## config.mk

```make
export PLATFORM = sky130hd
export DESIGN_NAME = video_capture_top
export DESIGN_NICKNAME = d
export VERILOG_FILES = /design/src/hw/capture_pkg.sv /design/src/hw/credit_tx.sv /design/src/hw/frame_sync.sv /design/src/hw/luma_convert.sv /design/src/hw/pixel_decimator.sv /design/src/hw/video_capture_top.sv
export SDC_FILE = /design/constraint.sdc
export NUM_CORES = 1
export LEC_CHECK = 0
export ABC_CLOCK_PERIOD_IN_PS = 5900
export BUFFER_PORTS_ARGS = -buffer_cell sky130_fd_sc_hd__buf_2
export CAP_MARGIN = 20
export CORE_UTILIZATION = 40
export CTS_BUF_LIST = sky130_fd_sc_hd__clkbuf_4 sky130_fd_sc_hd__clkbuf_8
export DETAILED_ROUTE_END_ITERATION = 6
export GPL_TIMING_DRIVEN = 0
export MAX_ROUTING_LAYER = met4
export PLACE_DENSITY = 0.65
export SLEW_MARGIN = 30
export SYNTH_ARGS = -nofsm -noshare
export SYNTH_HDL_FRONTEND = slang
export SYNTH_HIERARCHICAL = 1
export SYNTH_SLANG_ARGS = --single-unit
```

## constraint.sdc

```tcl
create_clock -name pclk -period 5.9 [get_ports pclk]
set_input_delay 0.59 -clock pclk [delete_from_list [all_inputs] [get_ports pclk]]
set_output_delay 0.59 -clock pclk [all_outputs]
set_load 0.02 [all_outputs]
```

## src/hw/capture_pkg.sv

```systemverilog
package capture_pkg;

    // active input geometry
    localparam int IN_COLS = 640;
    localparam int IN_ROWS = 480;

    // keep ratios
    localparam int H_DECIM    = 4;  // one pixel in four
    localparam int V_DECIM    = 4;  // one line in four
    localparam int FRAME_KEEP = 3;  // one frame in three

    // stored image
    localparam int OUT_COLS = IN_COLS / H_DECIM;
    localparam int OUT_ROWS = IN_ROWS / V_DECIM;

    localparam int ADDR_W = 15;  // frame buffer word address
    localparam int PIX_W  = 8;   // luma sample

    // memory side flow control
    localparam int FIFO_DEPTH = 16;
    localparam int CREDIT_MAX = 8;  // credits held after reset

    typedef enum logic [1:0] {
        FS_WAIT,     // no vsync seen since reset
        FS_CAPTURE,  // current frame is written out
        FS_SKIP      // current frame is discarded
    } frame_state_t;

endpackage

```

## src/hw/credit_tx.sv

```systemverilog
module credit_tx import capture_pkg::*; (
    input  logic              pclk,
    input  logic              i_reset,
    input  logic              i_luma_valid,
    input  logic [PIX_W-1:0]  i_luma,
    input  logic [ADDR_W-1:0] i_luma_addr,
    input  logic              i_credit_return,
    output logic              o_wr_valid,
    output logic [ADDR_W-1:0] o_wr_addr,
    output logic [PIX_W-1:0]  o_wr_data,
    output logic              o_overflow
);

    localparam int WORD_W = ADDR_W + PIX_W;
    localparam int PTR_W  = $clog2(FIFO_DEPTH);
    localparam int CNT_W  = $clog2(FIFO_DEPTH + 1);
    localparam int CRD_W  = $clog2(CREDIT_MAX + 1);

    logic [WORD_W-1:0] mem [FIFO_DEPTH];  // {addr, luma}
    logic [PTR_W-1:0]  wr_ptr;
    logic [PTR_W-1:0]  rd_ptr;
    logic [CNT_W-1:0]  count;             // words held
    logic [CRD_W-1:0]  credits;           // beats the sink can still take
    logic              full;
    logic              empty;
    logic              push;
    logic              pop;
    logic              drop;

    assign full  = (count == CNT_W'(FIFO_DEPTH));
    assign empty = (count == '0);
    assign push  = i_luma_valid && !full;
    assign drop  = i_luma_valid && full;  // no room, pixel is lost
    assign pop   = !empty && (credits != '0);

    // head word goes out as soon as a credit is available
    assign o_wr_valid             = pop;
    assign {o_wr_addr, o_wr_data} = mem[rd_ptr];

    always_ff @(posedge pclk) begin
        if (push) begin
            mem[wr_ptr] <= {i_luma_addr, i_luma};
        end
    end

    always_ff @(posedge pclk) begin
        if (i_reset) begin
            wr_ptr     <= '0;
            rd_ptr     <= '0;
            count      <= '0;
            credits    <= CRD_W'(CREDIT_MAX);
            o_overflow <= 1'b0;
        end else begin
            if (push) begin
                wr_ptr <= wr_ptr + 1'b1;  // depth is a power of two
            end
            if (pop) begin
                rd_ptr <= rd_ptr + 1'b1;
            end

            case ({push, pop})
                2'b10:   count <= count + 1'b1;
                2'b01:   count <= count - 1'b1;
                default: count <= count;
            endcase

            case ({i_credit_return, pop})
                2'b10:   credits <= credits + 1'b1;
                2'b01:   credits <= credits - 1'b1;
                default: credits <= credits;  // return and spend cancel
            endcase

            if (drop) begin
                o_overflow <= 1'b1;  // sticky until reset
            end
        end
    end

    // the sink never hands back more credits than it was sent beats
    a_credit_limit: assert property (
        @(posedge pclk) disable iff (i_reset)
        credits <= CRD_W'(CREDIT_MAX)
    );

    // out of credits and none coming back means nothing is sent next cycle
    a_no_send_without_credit: assert property (
        @(posedge pclk) disable iff (i_reset)
        (credits == '0 && !i_credit_return) |=> !o_wr_valid
    );

endmodule

```

## src/hw/frame_sync.sv

```systemverilog
module frame_sync import capture_pkg::*; (
    input  logic       pclk,
    input  logic       i_reset,
    input  logic       i_vsync_n,
    input  logic       i_vde,
    output logic       o_line_keep,
    output logic [6:0] o_row,
    output logic       o_frame_start
);

    localparam int FRAME_W = $clog2(FRAME_KEEP);
    localparam int LINE_W  = $clog2(IN_ROWS + 1);

    frame_state_t       state;
    logic               vsync_q;    // previous vsync sample
    logic               vde_q;      // previous vde sample
    logic [FRAME_W-1:0] frame_cnt;  // index of the next frame, mod FRAME_KEEP
    logic [LINE_W-1:0]  line_cnt;   // active line index within the frame
    logic               vsync_fall;
    logic               vde_fall;

    assign vsync_fall = vsync_q & ~i_vsync_n;  // high sample then low sample
    assign vde_fall   = vde_q & ~i_vde;        // end of an active line

    always_ff @(posedge pclk) begin
        if (i_reset) begin
            vsync_q       <= 1'b0;  // a real high sample is needed first
            vde_q         <= 1'b0;
            state         <= FS_WAIT;
            frame_cnt     <= '0;
            line_cnt      <= '0;
            o_frame_start <= 1'b0;
        end else begin
            vsync_q <= i_vsync_n;
            vde_q   <= i_vde;

            if (vsync_fall) begin
                state     <= (frame_cnt == '0) ? FS_CAPTURE : FS_SKIP;
                frame_cnt <= (frame_cnt == FRAME_W'(FRAME_KEEP - 1)) ? '0 : frame_cnt + 1'b1;
                line_cnt  <= '0;
            end else if (vde_fall && line_cnt != LINE_W'(IN_ROWS)) begin
                line_cnt <= line_cnt + 1'b1;  // saturates past the last row
            end

            o_frame_start <= vsync_fall && (frame_cnt == '0);
        end
    end

    // decision for the line that is about to start
    assign o_line_keep = (state == FS_CAPTURE)
                      && (line_cnt < LINE_W'(IN_ROWS))
                      && ((line_cnt % V_DECIM) == 0);
    assign o_row = 7'(line_cnt / V_DECIM);

    // frame start is a single pulse per captured frame
    a_frame_start_pulse: assert property (
        @(posedge pclk) disable iff (i_reset)
        o_frame_start |=> !o_frame_start
    );

endmodule

```

## src/hw/luma_convert.sv

```systemverilog
module luma_convert import capture_pkg::*; (
    input  logic              pclk,
    input  logic              i_reset,
    input  logic              i_pix_valid,
    input  logic [23:0]       i_pix_rgb,
    input  logic [ADDR_W-1:0] i_pix_addr,
    output logic              o_luma_valid,
    output logic [PIX_W-1:0]  o_luma,
    output logic [ADDR_W-1:0] o_luma_addr
);

    logic [15:0] r;
    logic [15:0] g;
    logic [15:0] b;
    logic [15:0] sum;

    assign r = 16'(i_pix_rgb[23:16]);
    assign g = 16'(i_pix_rgb[15:8]);
    assign b = 16'(i_pix_rgb[7:0]);

    // 77 r + 150 g + 29 b, max 255 * 256 so 16 bits suffice
    assign sum = (r << 6) + (r << 3) + (r << 2) + r
               + (g << 7) + (g << 4) + (g << 2) + (g << 1)
               + (b << 4) + (b << 3) + (b << 2) + b;

    always_ff @(posedge pclk) begin
        if (i_reset) begin
            o_luma_valid <= 1'b0;
        end else begin
            o_luma_valid <= i_pix_valid;
        end
    end

    always_ff @(posedge pclk) begin
        o_luma      <= sum[15:8];  // divide by 256
        o_luma_addr <= i_pix_addr;
    end

endmodule

```

## src/hw/pixel_decimator.sv

```systemverilog
module pixel_decimator import capture_pkg::*; (
    input  logic              pclk,
    input  logic              i_reset,
    input  logic              i_vde,
    input  logic [23:0]       i_rgb,
    input  logic              i_line_keep,
    input  logic [6:0]        i_row,
    output logic              o_pix_valid,
    output logic [23:0]       o_pix_rgb,
    output logic [ADDR_W-1:0] o_pix_addr
);

    localparam int PH_W  = $clog2(H_DECIM);
    localparam int COL_W = $clog2(OUT_COLS);

    logic [PH_W-1:0]   phase;     // position within the current group of pixels
    logic [COL_W-1:0]  col;       // output column of the next kept pixel
    logic              take;
    logic [ADDR_W-1:0] pix_addr;

    // first pixel of each group on a kept line
    assign take = i_vde
               && i_line_keep
               && (phase == '0)
               && (col < COL_W'(IN_COLS / H_DECIM));

    assign pix_addr = ADDR_W'(i_row * OUT_COLS) + ADDR_W'(col);

    always_ff @(posedge pclk) begin
        if (i_reset) begin
            phase       <= '0;
            col         <= '0;
            o_pix_valid <= 1'b0;
        end else begin
            if (i_vde) begin
                phase <= (phase == PH_W'(H_DECIM - 1)) ? '0 : phase + 1'b1;
            end else begin
                phase <= '0;  // restart on every line
            end

            if (!i_vde) begin
                col <= '0;
            end else if (take) begin
                col <= col + 1'b1;
            end

            o_pix_valid <= take;
        end
    end

    // pixel and its address, held until the next kept pixel
    always_ff @(posedge pclk) begin
        if (take) begin
            o_pix_rgb  <= i_rgb;
            o_pix_addr <= pix_addr;
        end
    end

endmodule

```

## src/hw/video_capture_top.sv

```systemverilog
module video_capture_top import capture_pkg::*; (
    input  logic              pclk,
    input  logic              i_reset,
    input  logic              i_hsync_n,  // line timing is taken from vde edges
    input  logic              i_vsync_n,
    input  logic              i_vde,
    input  logic [23:0]       i_rgb,
    input  logic              i_credit_return,
    output logic              o_wr_valid,
    output logic [ADDR_W-1:0] o_wr_addr,
    output logic [PIX_W-1:0]  o_wr_data,
    output logic              o_frame_start,
    output logic              o_overflow
);

    logic              line_keep;
    logic [6:0]        row;
    logic              pix_valid;
    logic [23:0]       pix_rgb;
    logic [ADDR_W-1:0] pix_addr;
    logic              luma_valid;
    logic [PIX_W-1:0]  luma;
    logic [ADDR_W-1:0] luma_addr;

    frame_sync u_frame_sync (
        .pclk          (pclk),
        .i_reset       (i_reset),
        .i_vsync_n     (i_vsync_n),
        .i_vde         (i_vde),
        .o_line_keep   (line_keep),
        .o_row         (row),
        .o_frame_start (o_frame_start)
    );

    pixel_decimator u_pixel_decimator (
        .pclk        (pclk),
        .i_reset     (i_reset),
        .i_vde       (i_vde),
        .i_rgb       (i_rgb),
        .i_line_keep (line_keep),
        .i_row       (row),
        .o_pix_valid (pix_valid),
        .o_pix_rgb   (pix_rgb),
        .o_pix_addr  (pix_addr)
    );

    luma_convert u_luma_convert (
        .pclk         (pclk),
        .i_reset      (i_reset),
        .i_pix_valid  (pix_valid),
        .i_pix_rgb    (pix_rgb),
        .i_pix_addr   (pix_addr),
        .o_luma_valid (luma_valid),
        .o_luma       (luma),
        .o_luma_addr  (luma_addr)
    );

    credit_tx u_credit_tx (
        .pclk            (pclk),
        .i_reset         (i_reset),
        .i_luma_valid    (luma_valid),
        .i_luma          (luma),
        .i_luma_addr     (luma_addr),
        .i_credit_return (i_credit_return),
        .o_wr_valid      (o_wr_valid),
        .o_wr_addr       (o_wr_addr),
        .o_wr_data       (o_wr_data),
        .o_overflow      (o_overflow)
    );

endmodule

```

==> flow_summary.json, run 1 <==
{
  "setup_tns_ps": 0,
  "ir_worst_vdd_mv": 0.2394,
  "gpl.final_weighted_congestion": 0.8084,
  "met1_length_mm": 18.29,
  "top_reg_cell_synth": "sky130_fd_sc_hd__edfxtp_1",
  "cp_cell_sequence": "fa_1, fa_1, inv_1, fa_1, inv_1, fa_1, inv_1, fa_1, inv_1, ha_1, a21o_1, a21oi_2, o21ai_2, a311oi_2, xnor2_1",
  "grt_setup_unrepaired": "false",
  "power_frac_comb_pct": 21.0,
  "ys_ff_latch": 479,
  "timing.critical_path.buf_inv": 4,
  "synth_seq_area_share_pct": 66.05,
  "avgSynthCellArea_um2": 17.58,
  "crit_path_start_kind": "register",
  "worst_setup_hold_path_clk_slew_ps": 60,
  "routed.top_layer": "met4",
  "finalSetupViolCount": 0,
  "finish.utilization_pct": 47.51,
  "ctsHtreeMaxLevel": 3,
  "adder_cell_fraction_of_synth_area_pct": 10.40,
  "cts_hold_buf": 0,
  "timing.final.max_slew_violations": 0,
  "buffer_ports.inserted": 54,
  "cts_root_buf": "sky130_fd_sc_hd__clkbuf_8",
  "hold_violations": 0,
  "finalWirelength_mm": 42.92,
  "share_clk_of_total_power_pct": 34.2,
  "globalRouteOverflowTotal": 0,
  "gate_family_responsible_for_the_most_delay_along_the_worst_path": "adder cells",
  "slowest_delay_ps": 540,
  "cell_internal_pwr_mw": 6.435,
  "worst_skew_late_latency_ps": 660,
  "swShare_pct": 28.05,
  "synth-simple-area-share_pct": 4.621,
  "met3_length_mm": 2.378,
  "placement_rows": 82,
  "hold_path.class": "in2reg",
  "timing.critical_path.required_ps": 6440,
  "endpoint_kind": "register",
  "worst_slew_pin_slew_ps": 897.9,
  "synth-async-reset-ratio_pct": 0,
  "global_route.usage.total_pct": 17.23,
  "syn_to_final_growth_pct": 16.16,
  "dp_hpwl_mm": 28.80,
  "synth_cells": 1177,
  "tritoncts_num_sinks": 479,
  "drive_above_1_share_pct": 26.55,
  "die_width_um": 229.4,
  "postCtsResizedCells": 0,
  "maxCapViolations": 0,
  "cp_slowest_cell": "sky130_fd_sc_hd__fa_1",
  "n_fill_cell": 4209,
  "slew-limit-headroom_pct": 40.14,
  "layout_worst_path_cycle_share_pct": 76.98,
  "synth_enable_flop_cells": 407,
  "switchingPower_mw": 2.508,
  "num-nets-final": 1497,
  "cts_setup_buffers": 0,
  "final.setup_skew_ps": 43.54,
  "ant_nets": 0,
  "route.detailed.vias_per_inst": 5.206,
  "synth_area_um2": 20690,
  "outcome": "complete, no violations",
  "route.vias.total": 10800,
  "tritoncts.num_buffers": 79,
  "synth_top_family_by_area": "multiplexers",
  "cts_tree": "yes",
  "p_per_area_nw_per_um2": 372.2,
  "synth.yosys.warnings": 6,
  "synth_compound_area_share_pct": 4.234,
  "max_clock_freq_mhz": 220.2,
  "path_common_cell": "sky130_fd_sc_hd__fa_1",
  "seqPwrFrac_pct": 44.9,
  "grt_first_pass_wirelength_mm": 65.62,
  "syn_nets": 1337,
  "drc": 0,
  "worst-path-max-fanout": 4,
  "wl_per_cell_um": 20.70,
  "total_leakage_power_nw": 8.536,
  "drt_iter0_markers": 697,
  "yosys-mux-area-fraction_pct": 10.45,
  "floorplan.initialDensity_pct": 40.90,
  "drt-pass1-iter-count": 5,
  "met2_wirelength_mm": 21.43,
  "grt_antenna_before_repair": 3,
  "setup.worst_path.class": "reg2reg",
  "most-common-layout-cells": "407 x sky130_fd_sc_hd__edfxtp_1, 92 x sky130_fd_sc_hd__mux4_2, 90 x sky130_fd_sc_hd__clkbuf_8, 83 x sky130_fd_sc_hd__inv_1, 72 x sky130_fd_sc_hd__dfxtp_1",
  "cp_data_arrival_time_ps": 5080,
  "total_power_mw": 8.943,
  "chipHeight_um": 229.4,
  "layout_min_cycle_time_ps": 4542,
  "cts_max_path_buffers": 3,
  "grt_start_max_net_pins": 45,
  "pin_count": 56,
  "xor_xnor_fraction_of_synth_area_pct": 1.524,
  "fp.coreArea_um2": 50580,
  "synth.distinct_cells": 72,
  "layout.cells.most_common": "sky130_fd_sc_hd__edfxtp_1",
  "number_of_global_route_vias_before_repair": 11360,
  "die_area_um2": 52630
}
stage by stage:
stage | hold WS, ps | instances | setup WS (ps) | cell area [µm²]
finish | 123.5 | 2074 | 1358 | 24030
global route | 74.67 | 2074 | 1191 | 24030
CTS | 63.23 | 2073 | 1321 | 24030
detailed placement | 334.6 | 1928 | 1368 | 22330
global placement | 329.8 | 1903 | 746.9 | 21800
floorplan | 323.3 | 1177 | 1605 | 20690
sequential cells by signal, indices dropped and copies added, names as in the netlist, named ones only:
register,cells
u_credit_tx/wr_ptr,4
u_frame_sync/frame_cnt,2
u_luma_convert/o_luma_valid,1
u_credit_tx/credits,4
u_credit_tx/count,5
u_frame_sync/vsync_q,1
u_pixel_decimator/col,8
u_credit_tx/o_overflow,1
u_pixel_decimator/phase,2
u_frame_sync/line_cnt,9
u_pixel_decimator/o_pix_addr,15
u_pixel_decimator/o_pix_rgb,24
u_luma_convert/o_luma,8
u_frame_sync/o_frame_start,1
u_credit_tx/mem,368
u_frame_sync/state,1
u_luma_convert/o_luma_addr,15
u_pixel_decimator/o_pix_valid,1
u_credit_tx/rd_ptr,4
u_frame_sync/vde_q,1
Yosys cell counts, types with 9 or more instances:
cell type	number	area share [%]
sky130_fd_sc_hd__xnor2_1	15	0.64
sky130_fd_sc_hd__mux4_2	92	10
sky130_fd_sc_hd__xor2_1	21	0.89
sky130_fd_sc_hd__edfxtp_1	407	59
sky130_fd_sc_hd__clkbuf_1	18	0.33
sky130_fd_sc_hd__a21oi_1	23	0.56
sky130_fd_sc_hd__nand2b_1	9	0.27
sky130_fd_sc_hd__fa_1	70	6.8
sky130_fd_sc_hd__nand2_1	45	0.82
sky130_fd_sc_hd__nor2_1	51	0.93
sky130_fd_sc_hd__buf_4	11	0.40
sky130_fd_sc_hd__dfxtp_1	72	7.0
sky130_fd_sc_hd__a22oi_1	46	1.7
sky130_fd_sc_hd__mux2i_1	9	0.44
sky130_fd_sc_hd__nand3_1	11	0.27
sky130_fd_sc_hd__ha_1	60	3.6
sky130_fd_sc_hd__inv_1	83	1.5
sky130_fd_sc_hd__buf_2	12	0.29
sky130_fd_sc_hd__o21ai_0	12	0.29
per-layer routing:
layer  vias up  track usage, %
met1      5573           21.52
met5         -               -
li1       4855               -
met4         0           4.979
met3        59           3.635
met2       310           28.27
kinds of logic after synthesis:
logic type	after synthesis
flip-flops	479
multiplexers	101
XOR/XNOR	36
buffers and inverters	131
AND/OR/NAND/NOR	180
AO/OA/AOI/OAI	120
adder cells (fa/ha/maj)	130
power by group through the flow:
stage	Clock, mW	Sequential [mW]	Combinational, mW
2_1_floorplan	0	4.02	1.43
3_3_place_gp	0	4.06	1.86
3_5_place_dp	0	4.08	1.90
4_1_cts	3.13	4.01	1.91
5_1_grt	3.27	4.03	2.06
6_report	3.05	4.01	1.88
final cells by class:
cell class,count,area (µm²),share of cell area (%)
Tap cell,672,840.8,3.499
Sequential cell,479,13660,56.86
Antenna cell,1,2.502,0.01041
Multi-Input combinational cell,567,6571,27.35
Inverter,83,311.5,1.296
Buffer,48,254.0,1.057
Timing Repair Buffer,79,685.7,2.853
Clock inverter,26,245.2,1.021
Clock buffer,119,1456,6.061
worst paths after layout:
check	from	end	slack, ps	depth (start not counted)
setup reg to reg	u_pixel_decimator/o_pix_rgb[19]	u_luma_convert/o_luma[7]	1360	15
hold / removal	i_rgb[21]	u_pixel_decimator/o_pix_rgb[21]	120	1
hold reg to reg	u_pixel_decimator/o_pix_addr[1]	u_luma_convert/o_luma_addr[1]	350	0
setup / recovery	u_pixel_decimator/o_pix_rgb[19]	u_luma_convert/o_luma[7]	1360	15
Note: power is estimated with default switching activity, not from simulation.
==> run 2, diff against run 1 <==
--- a/config.mk
+++ b/config.mk
@@ -5,7 +5,7 @@
 export SDC_FILE = /design/constraint.sdc
 export NUM_CORES = 1
 export LEC_CHECK = 0
-export ABC_CLOCK_PERIOD_IN_PS = 5900
+export ABC_CLOCK_PERIOD_IN_PS = 4600
 export BUFFER_PORTS_ARGS = -buffer_cell sky130_fd_sc_hd__buf_2
 export CAP_MARGIN = 20
 export CORE_UTILIZATION = 40
==> constraint.sdc (replaced) <==
create_clock -name pclk -period 4.6 [get_ports pclk]
set_input_delay 0.46 -clock pclk [delete_from_list [all_inputs] [get_ports pclk]]
set_output_delay 0.46 -clock pclk [all_outputs]
set_load 0.02 [all_outputs]
==> run 2 against run 1 <==
  * Combinational power grew 31%
  * Worst setup slack lost 1300 ps
  * Power grew 29%
  * Non-clock buffer count grew 35
  * Die area is the same
  * Sequential share of layout area shrank 0.82 points
  * Clock power grew 28%
  * Routed wire length grew 0.87%
  * Register-to-register slack lost 1300 ps
  * Final area grew 1.5%
  * Flip-flop and latch count is the same
  * Largest cell class unchanged
  * Highest routed layer unchanged
==> flow_summary.json, run 2 (synthesized netlist as in run 1, its figures left out) <==
{
  "outcome": "complete, no violations",
  "number_of_global_route_vias_before_repair": 11530,
  "crit_path_start_kind": "register",
  "swShare_pct": 28.00,
  "critical_register_to_register_path_startpoint": "u_pixel_decimator/o_pix_rgb[19]",
  "ant_nets": 0,
  "worst_slew_pin_slew_ps": 892.2,
  "hold_violations": 0,
  "power_frac_comb_pct": 21.4,
  "seqPwrFrac_pct": 44.7,
  "detailed_place.area_um2": 22330,
  "gpl.final_weighted_congestion": 0.8084,
  "grt_use_met3_pct": 3.635,
  "endpoint_kind": "register",
  "worst_hold_start": "i_vsync_n",
  "cell_internal_pwr_mw": 8.296,
  "grt_start_max_net_pins": 45,
  "design_area_um2": 24380,
  "placement_rows": 82,
  "dp_hpwl_mm": 28.80,
  "buffer_ports.inserted": 54,
  "route.vias.total": 10900,
  "slew-limit-headroom_pct": 40.52,
  "groute.layer.met2.usage_pct": 28.67,
  "maxCapViolations": 0,
  "p_per_area_nw_per_um2": 472.6,
  "largest_register_ffs": 368,
  "max_clock_freq_mhz": 222.4,
  "largestRegisters": "u_credit_tx/mem x368, u_pixel_decimator/o_pix_rgb x24",
  "drt_iter0_markers": 767,
  "chipHeight_um": 229.4,
  "worst_setup_hold_path_clk_slew_ps": 60,
  "worst-path-max-fanout": 4,
  "pin_count": 56,
  "cts_max_path_buffers": 3,
  "cp_data_arrival_time_ps": 5040,
  "most-common-layout-cells": "407 x sky130_fd_sc_hd__edfxtp_1, 92 x sky130_fd_sc_hd__mux4_2, 90 x sky130_fd_sc_hd__clkbuf_8, 83 x sky130_fd_sc_hd__inv_1, 72 x sky130_fd_sc_hd__dfxtp_1",
  "hold_path.class": "in2reg",
  "crit_path_start": "u_pixel_decimator/o_pix_rgb[19]",
  "layout_min_cycle_time_ps": 4497,
  "die_area_um2": 52630,
  "global_route.peak_usage_layer": "met2",
  "die_width_um": 229.4,
  "use_met1_pct": 21.60,
  "layout_worst_path_cycle_share_pct": 97.76,
  "timing.final.max_slew_violations": 0,
  "route.detailed.vias_per_inst": 5.167,
  "tritoncts.num_buffers": 79,
  "share_clk_of_total_power_pct": 34.0,
  "final.setup_skew_ps": 41.94,
  "worst_skew_late_latency_ps": 660,
  "cts_root_buf": "sky130_fd_sc_hd__clkbuf_8",
  "layout.cells.most_common": "sky130_fd_sc_hd__edfxtp_1",
  "drc": 0,
  "finalSetupViolCount": 0,
  "setup.worst_path.class": "reg2reg",
  "grt_setup_unrepaired": "true",
  "ctsHtreeMaxLevel": 3,
  "total_leakage_power_nw": 8.688,
  "fp.coreArea_um2": 50580,
  "grt_first_pass_wirelength_mm": 66.23,
  "timing.critical_path.required_ps": 5140,
  "setup_tns_ps": 0,
  "globalRouteOverflowTotal": 0,
  "global_route.usage.total_pct": 17.38,
  "num-nets-final": 1532,
  "drive_above_1_share_pct": 26.88,
  "cts_tree": "yes",
  "wl_per_cell_um": 20.53,
  "syn_to_final_growth_pct": 17.85,
  "ir_worst_vdd_mv": 0.2784,
  "floorplan.initialDensity_pct": 40.90,
  "registers.top_by_ff_count": "u_credit_tx/mem",
  "tritoncts_num_sinks": 479,
  "finalWirelength_mm": 43.30,
  "grt_antenna_before_repair": 3,
  "switchingPower_mw": 3.227,
  "drt-pass1-iter-count": 5
}
==> run 2: worst max-delay path: stages (launching register included) <==
cell	delay [ps]
sky130_fd_sc_hd__edfxtp_1	500
sky130_fd_sc_hd__buf_4	190
sky130_fd_sc_hd__fa_1	450
sky130_fd_sc_hd__fa_1	500
sky130_fd_sc_hd__fa_1	560
sky130_fd_sc_hd__fa_1	430
sky130_fd_sc_hd__fa_1	450
sky130_fd_sc_hd__ha_1	280
sky130_fd_sc_hd__and4bb_2	270
sky130_fd_sc_hd__a32oi_2	230
sky130_fd_sc_hd__o21ai_2	120
sky130_fd_sc_hd__a311oi_2	270
sky130_fd_sc_hd__xnor2_1	150
==> run 2: timing repair <==
action / 4_1_cts / 5_1_grt
endpoints found under the hold margin: 24 / 0
gates resized for setup: 0 / 3
hold buffers: 24 / 0
endpoints found under the setup margin: 0 / 3
buffers inserted: 0 / 11
==> run 2: worst paths after layout <==
check / endpoint / slack, ps / depth (start not counted)
max: u_luma_convert/o_luma[7] / 100 / 12
min: u_frame_sync/vsync_q / 70 / 2
max reg2reg: u_luma_convert/o_luma[7] / 100 / 12
min reg2reg: u_luma_convert/o_luma_addr[1] / 350 / 0
==> run 2: metrics by stage <==
step / hold slack, ps / setup slack [ps] / power (mW) / instances / utilization (%)
2_1_floorplan: 323.3 / 304.8 / 6.988 / 1177 / -
3_3_place_gp: 329.8 / -553.1 / 7.601 / 1903 / 43.10
3_5_place_dp: 334.6 / 67.70 / 7.672 / 1928 / 44.14
4_1_cts: 17.15 / 21.32 / 11.62 / 2097 / 47.98
5_1_grt: 46.51 / -24.49 / 12.07 / 2109 / 48.20
6_report: 71.44 / 103.1 / 11.52 / 2109 / 48.20
==> run 2: routing by layer <==
layer	part of all wire, %	up-vias	wire [µm]
li1	-	4921	-
met2	50	295	21660
met1	43	5623	18510
met3	5.3	59	2300
met5	0	-	0
met4	1.9	0	828
==> run 2: layout make-up <==
type	count	area, µm²
Inverter	83	311.5
Tap cell	672	840.8
Multi-Input combinational cell	567	6599
Clock inverter	26	245.2
Clock buffer	119	1456
Sequential cell	479	13660
Antenna cell	1	2.502
Buffer	48	254.0
Fill cell	4189	26200
Timing Repair Buffer	114	1008
==> run 2: power by group through the flow <==
stage	logic, mW	clock network [mW]	registers [mW]
2_1_floorplan	1.83	0	5.16
3_3_place_gp	2.39	0	5.21
3_5_place_dp	2.44	0	5.24
4_1_cts	2.46	4.01	5.15
5_1_grt	2.71	4.19	5.17
6_report	2.46	3.91	5.15
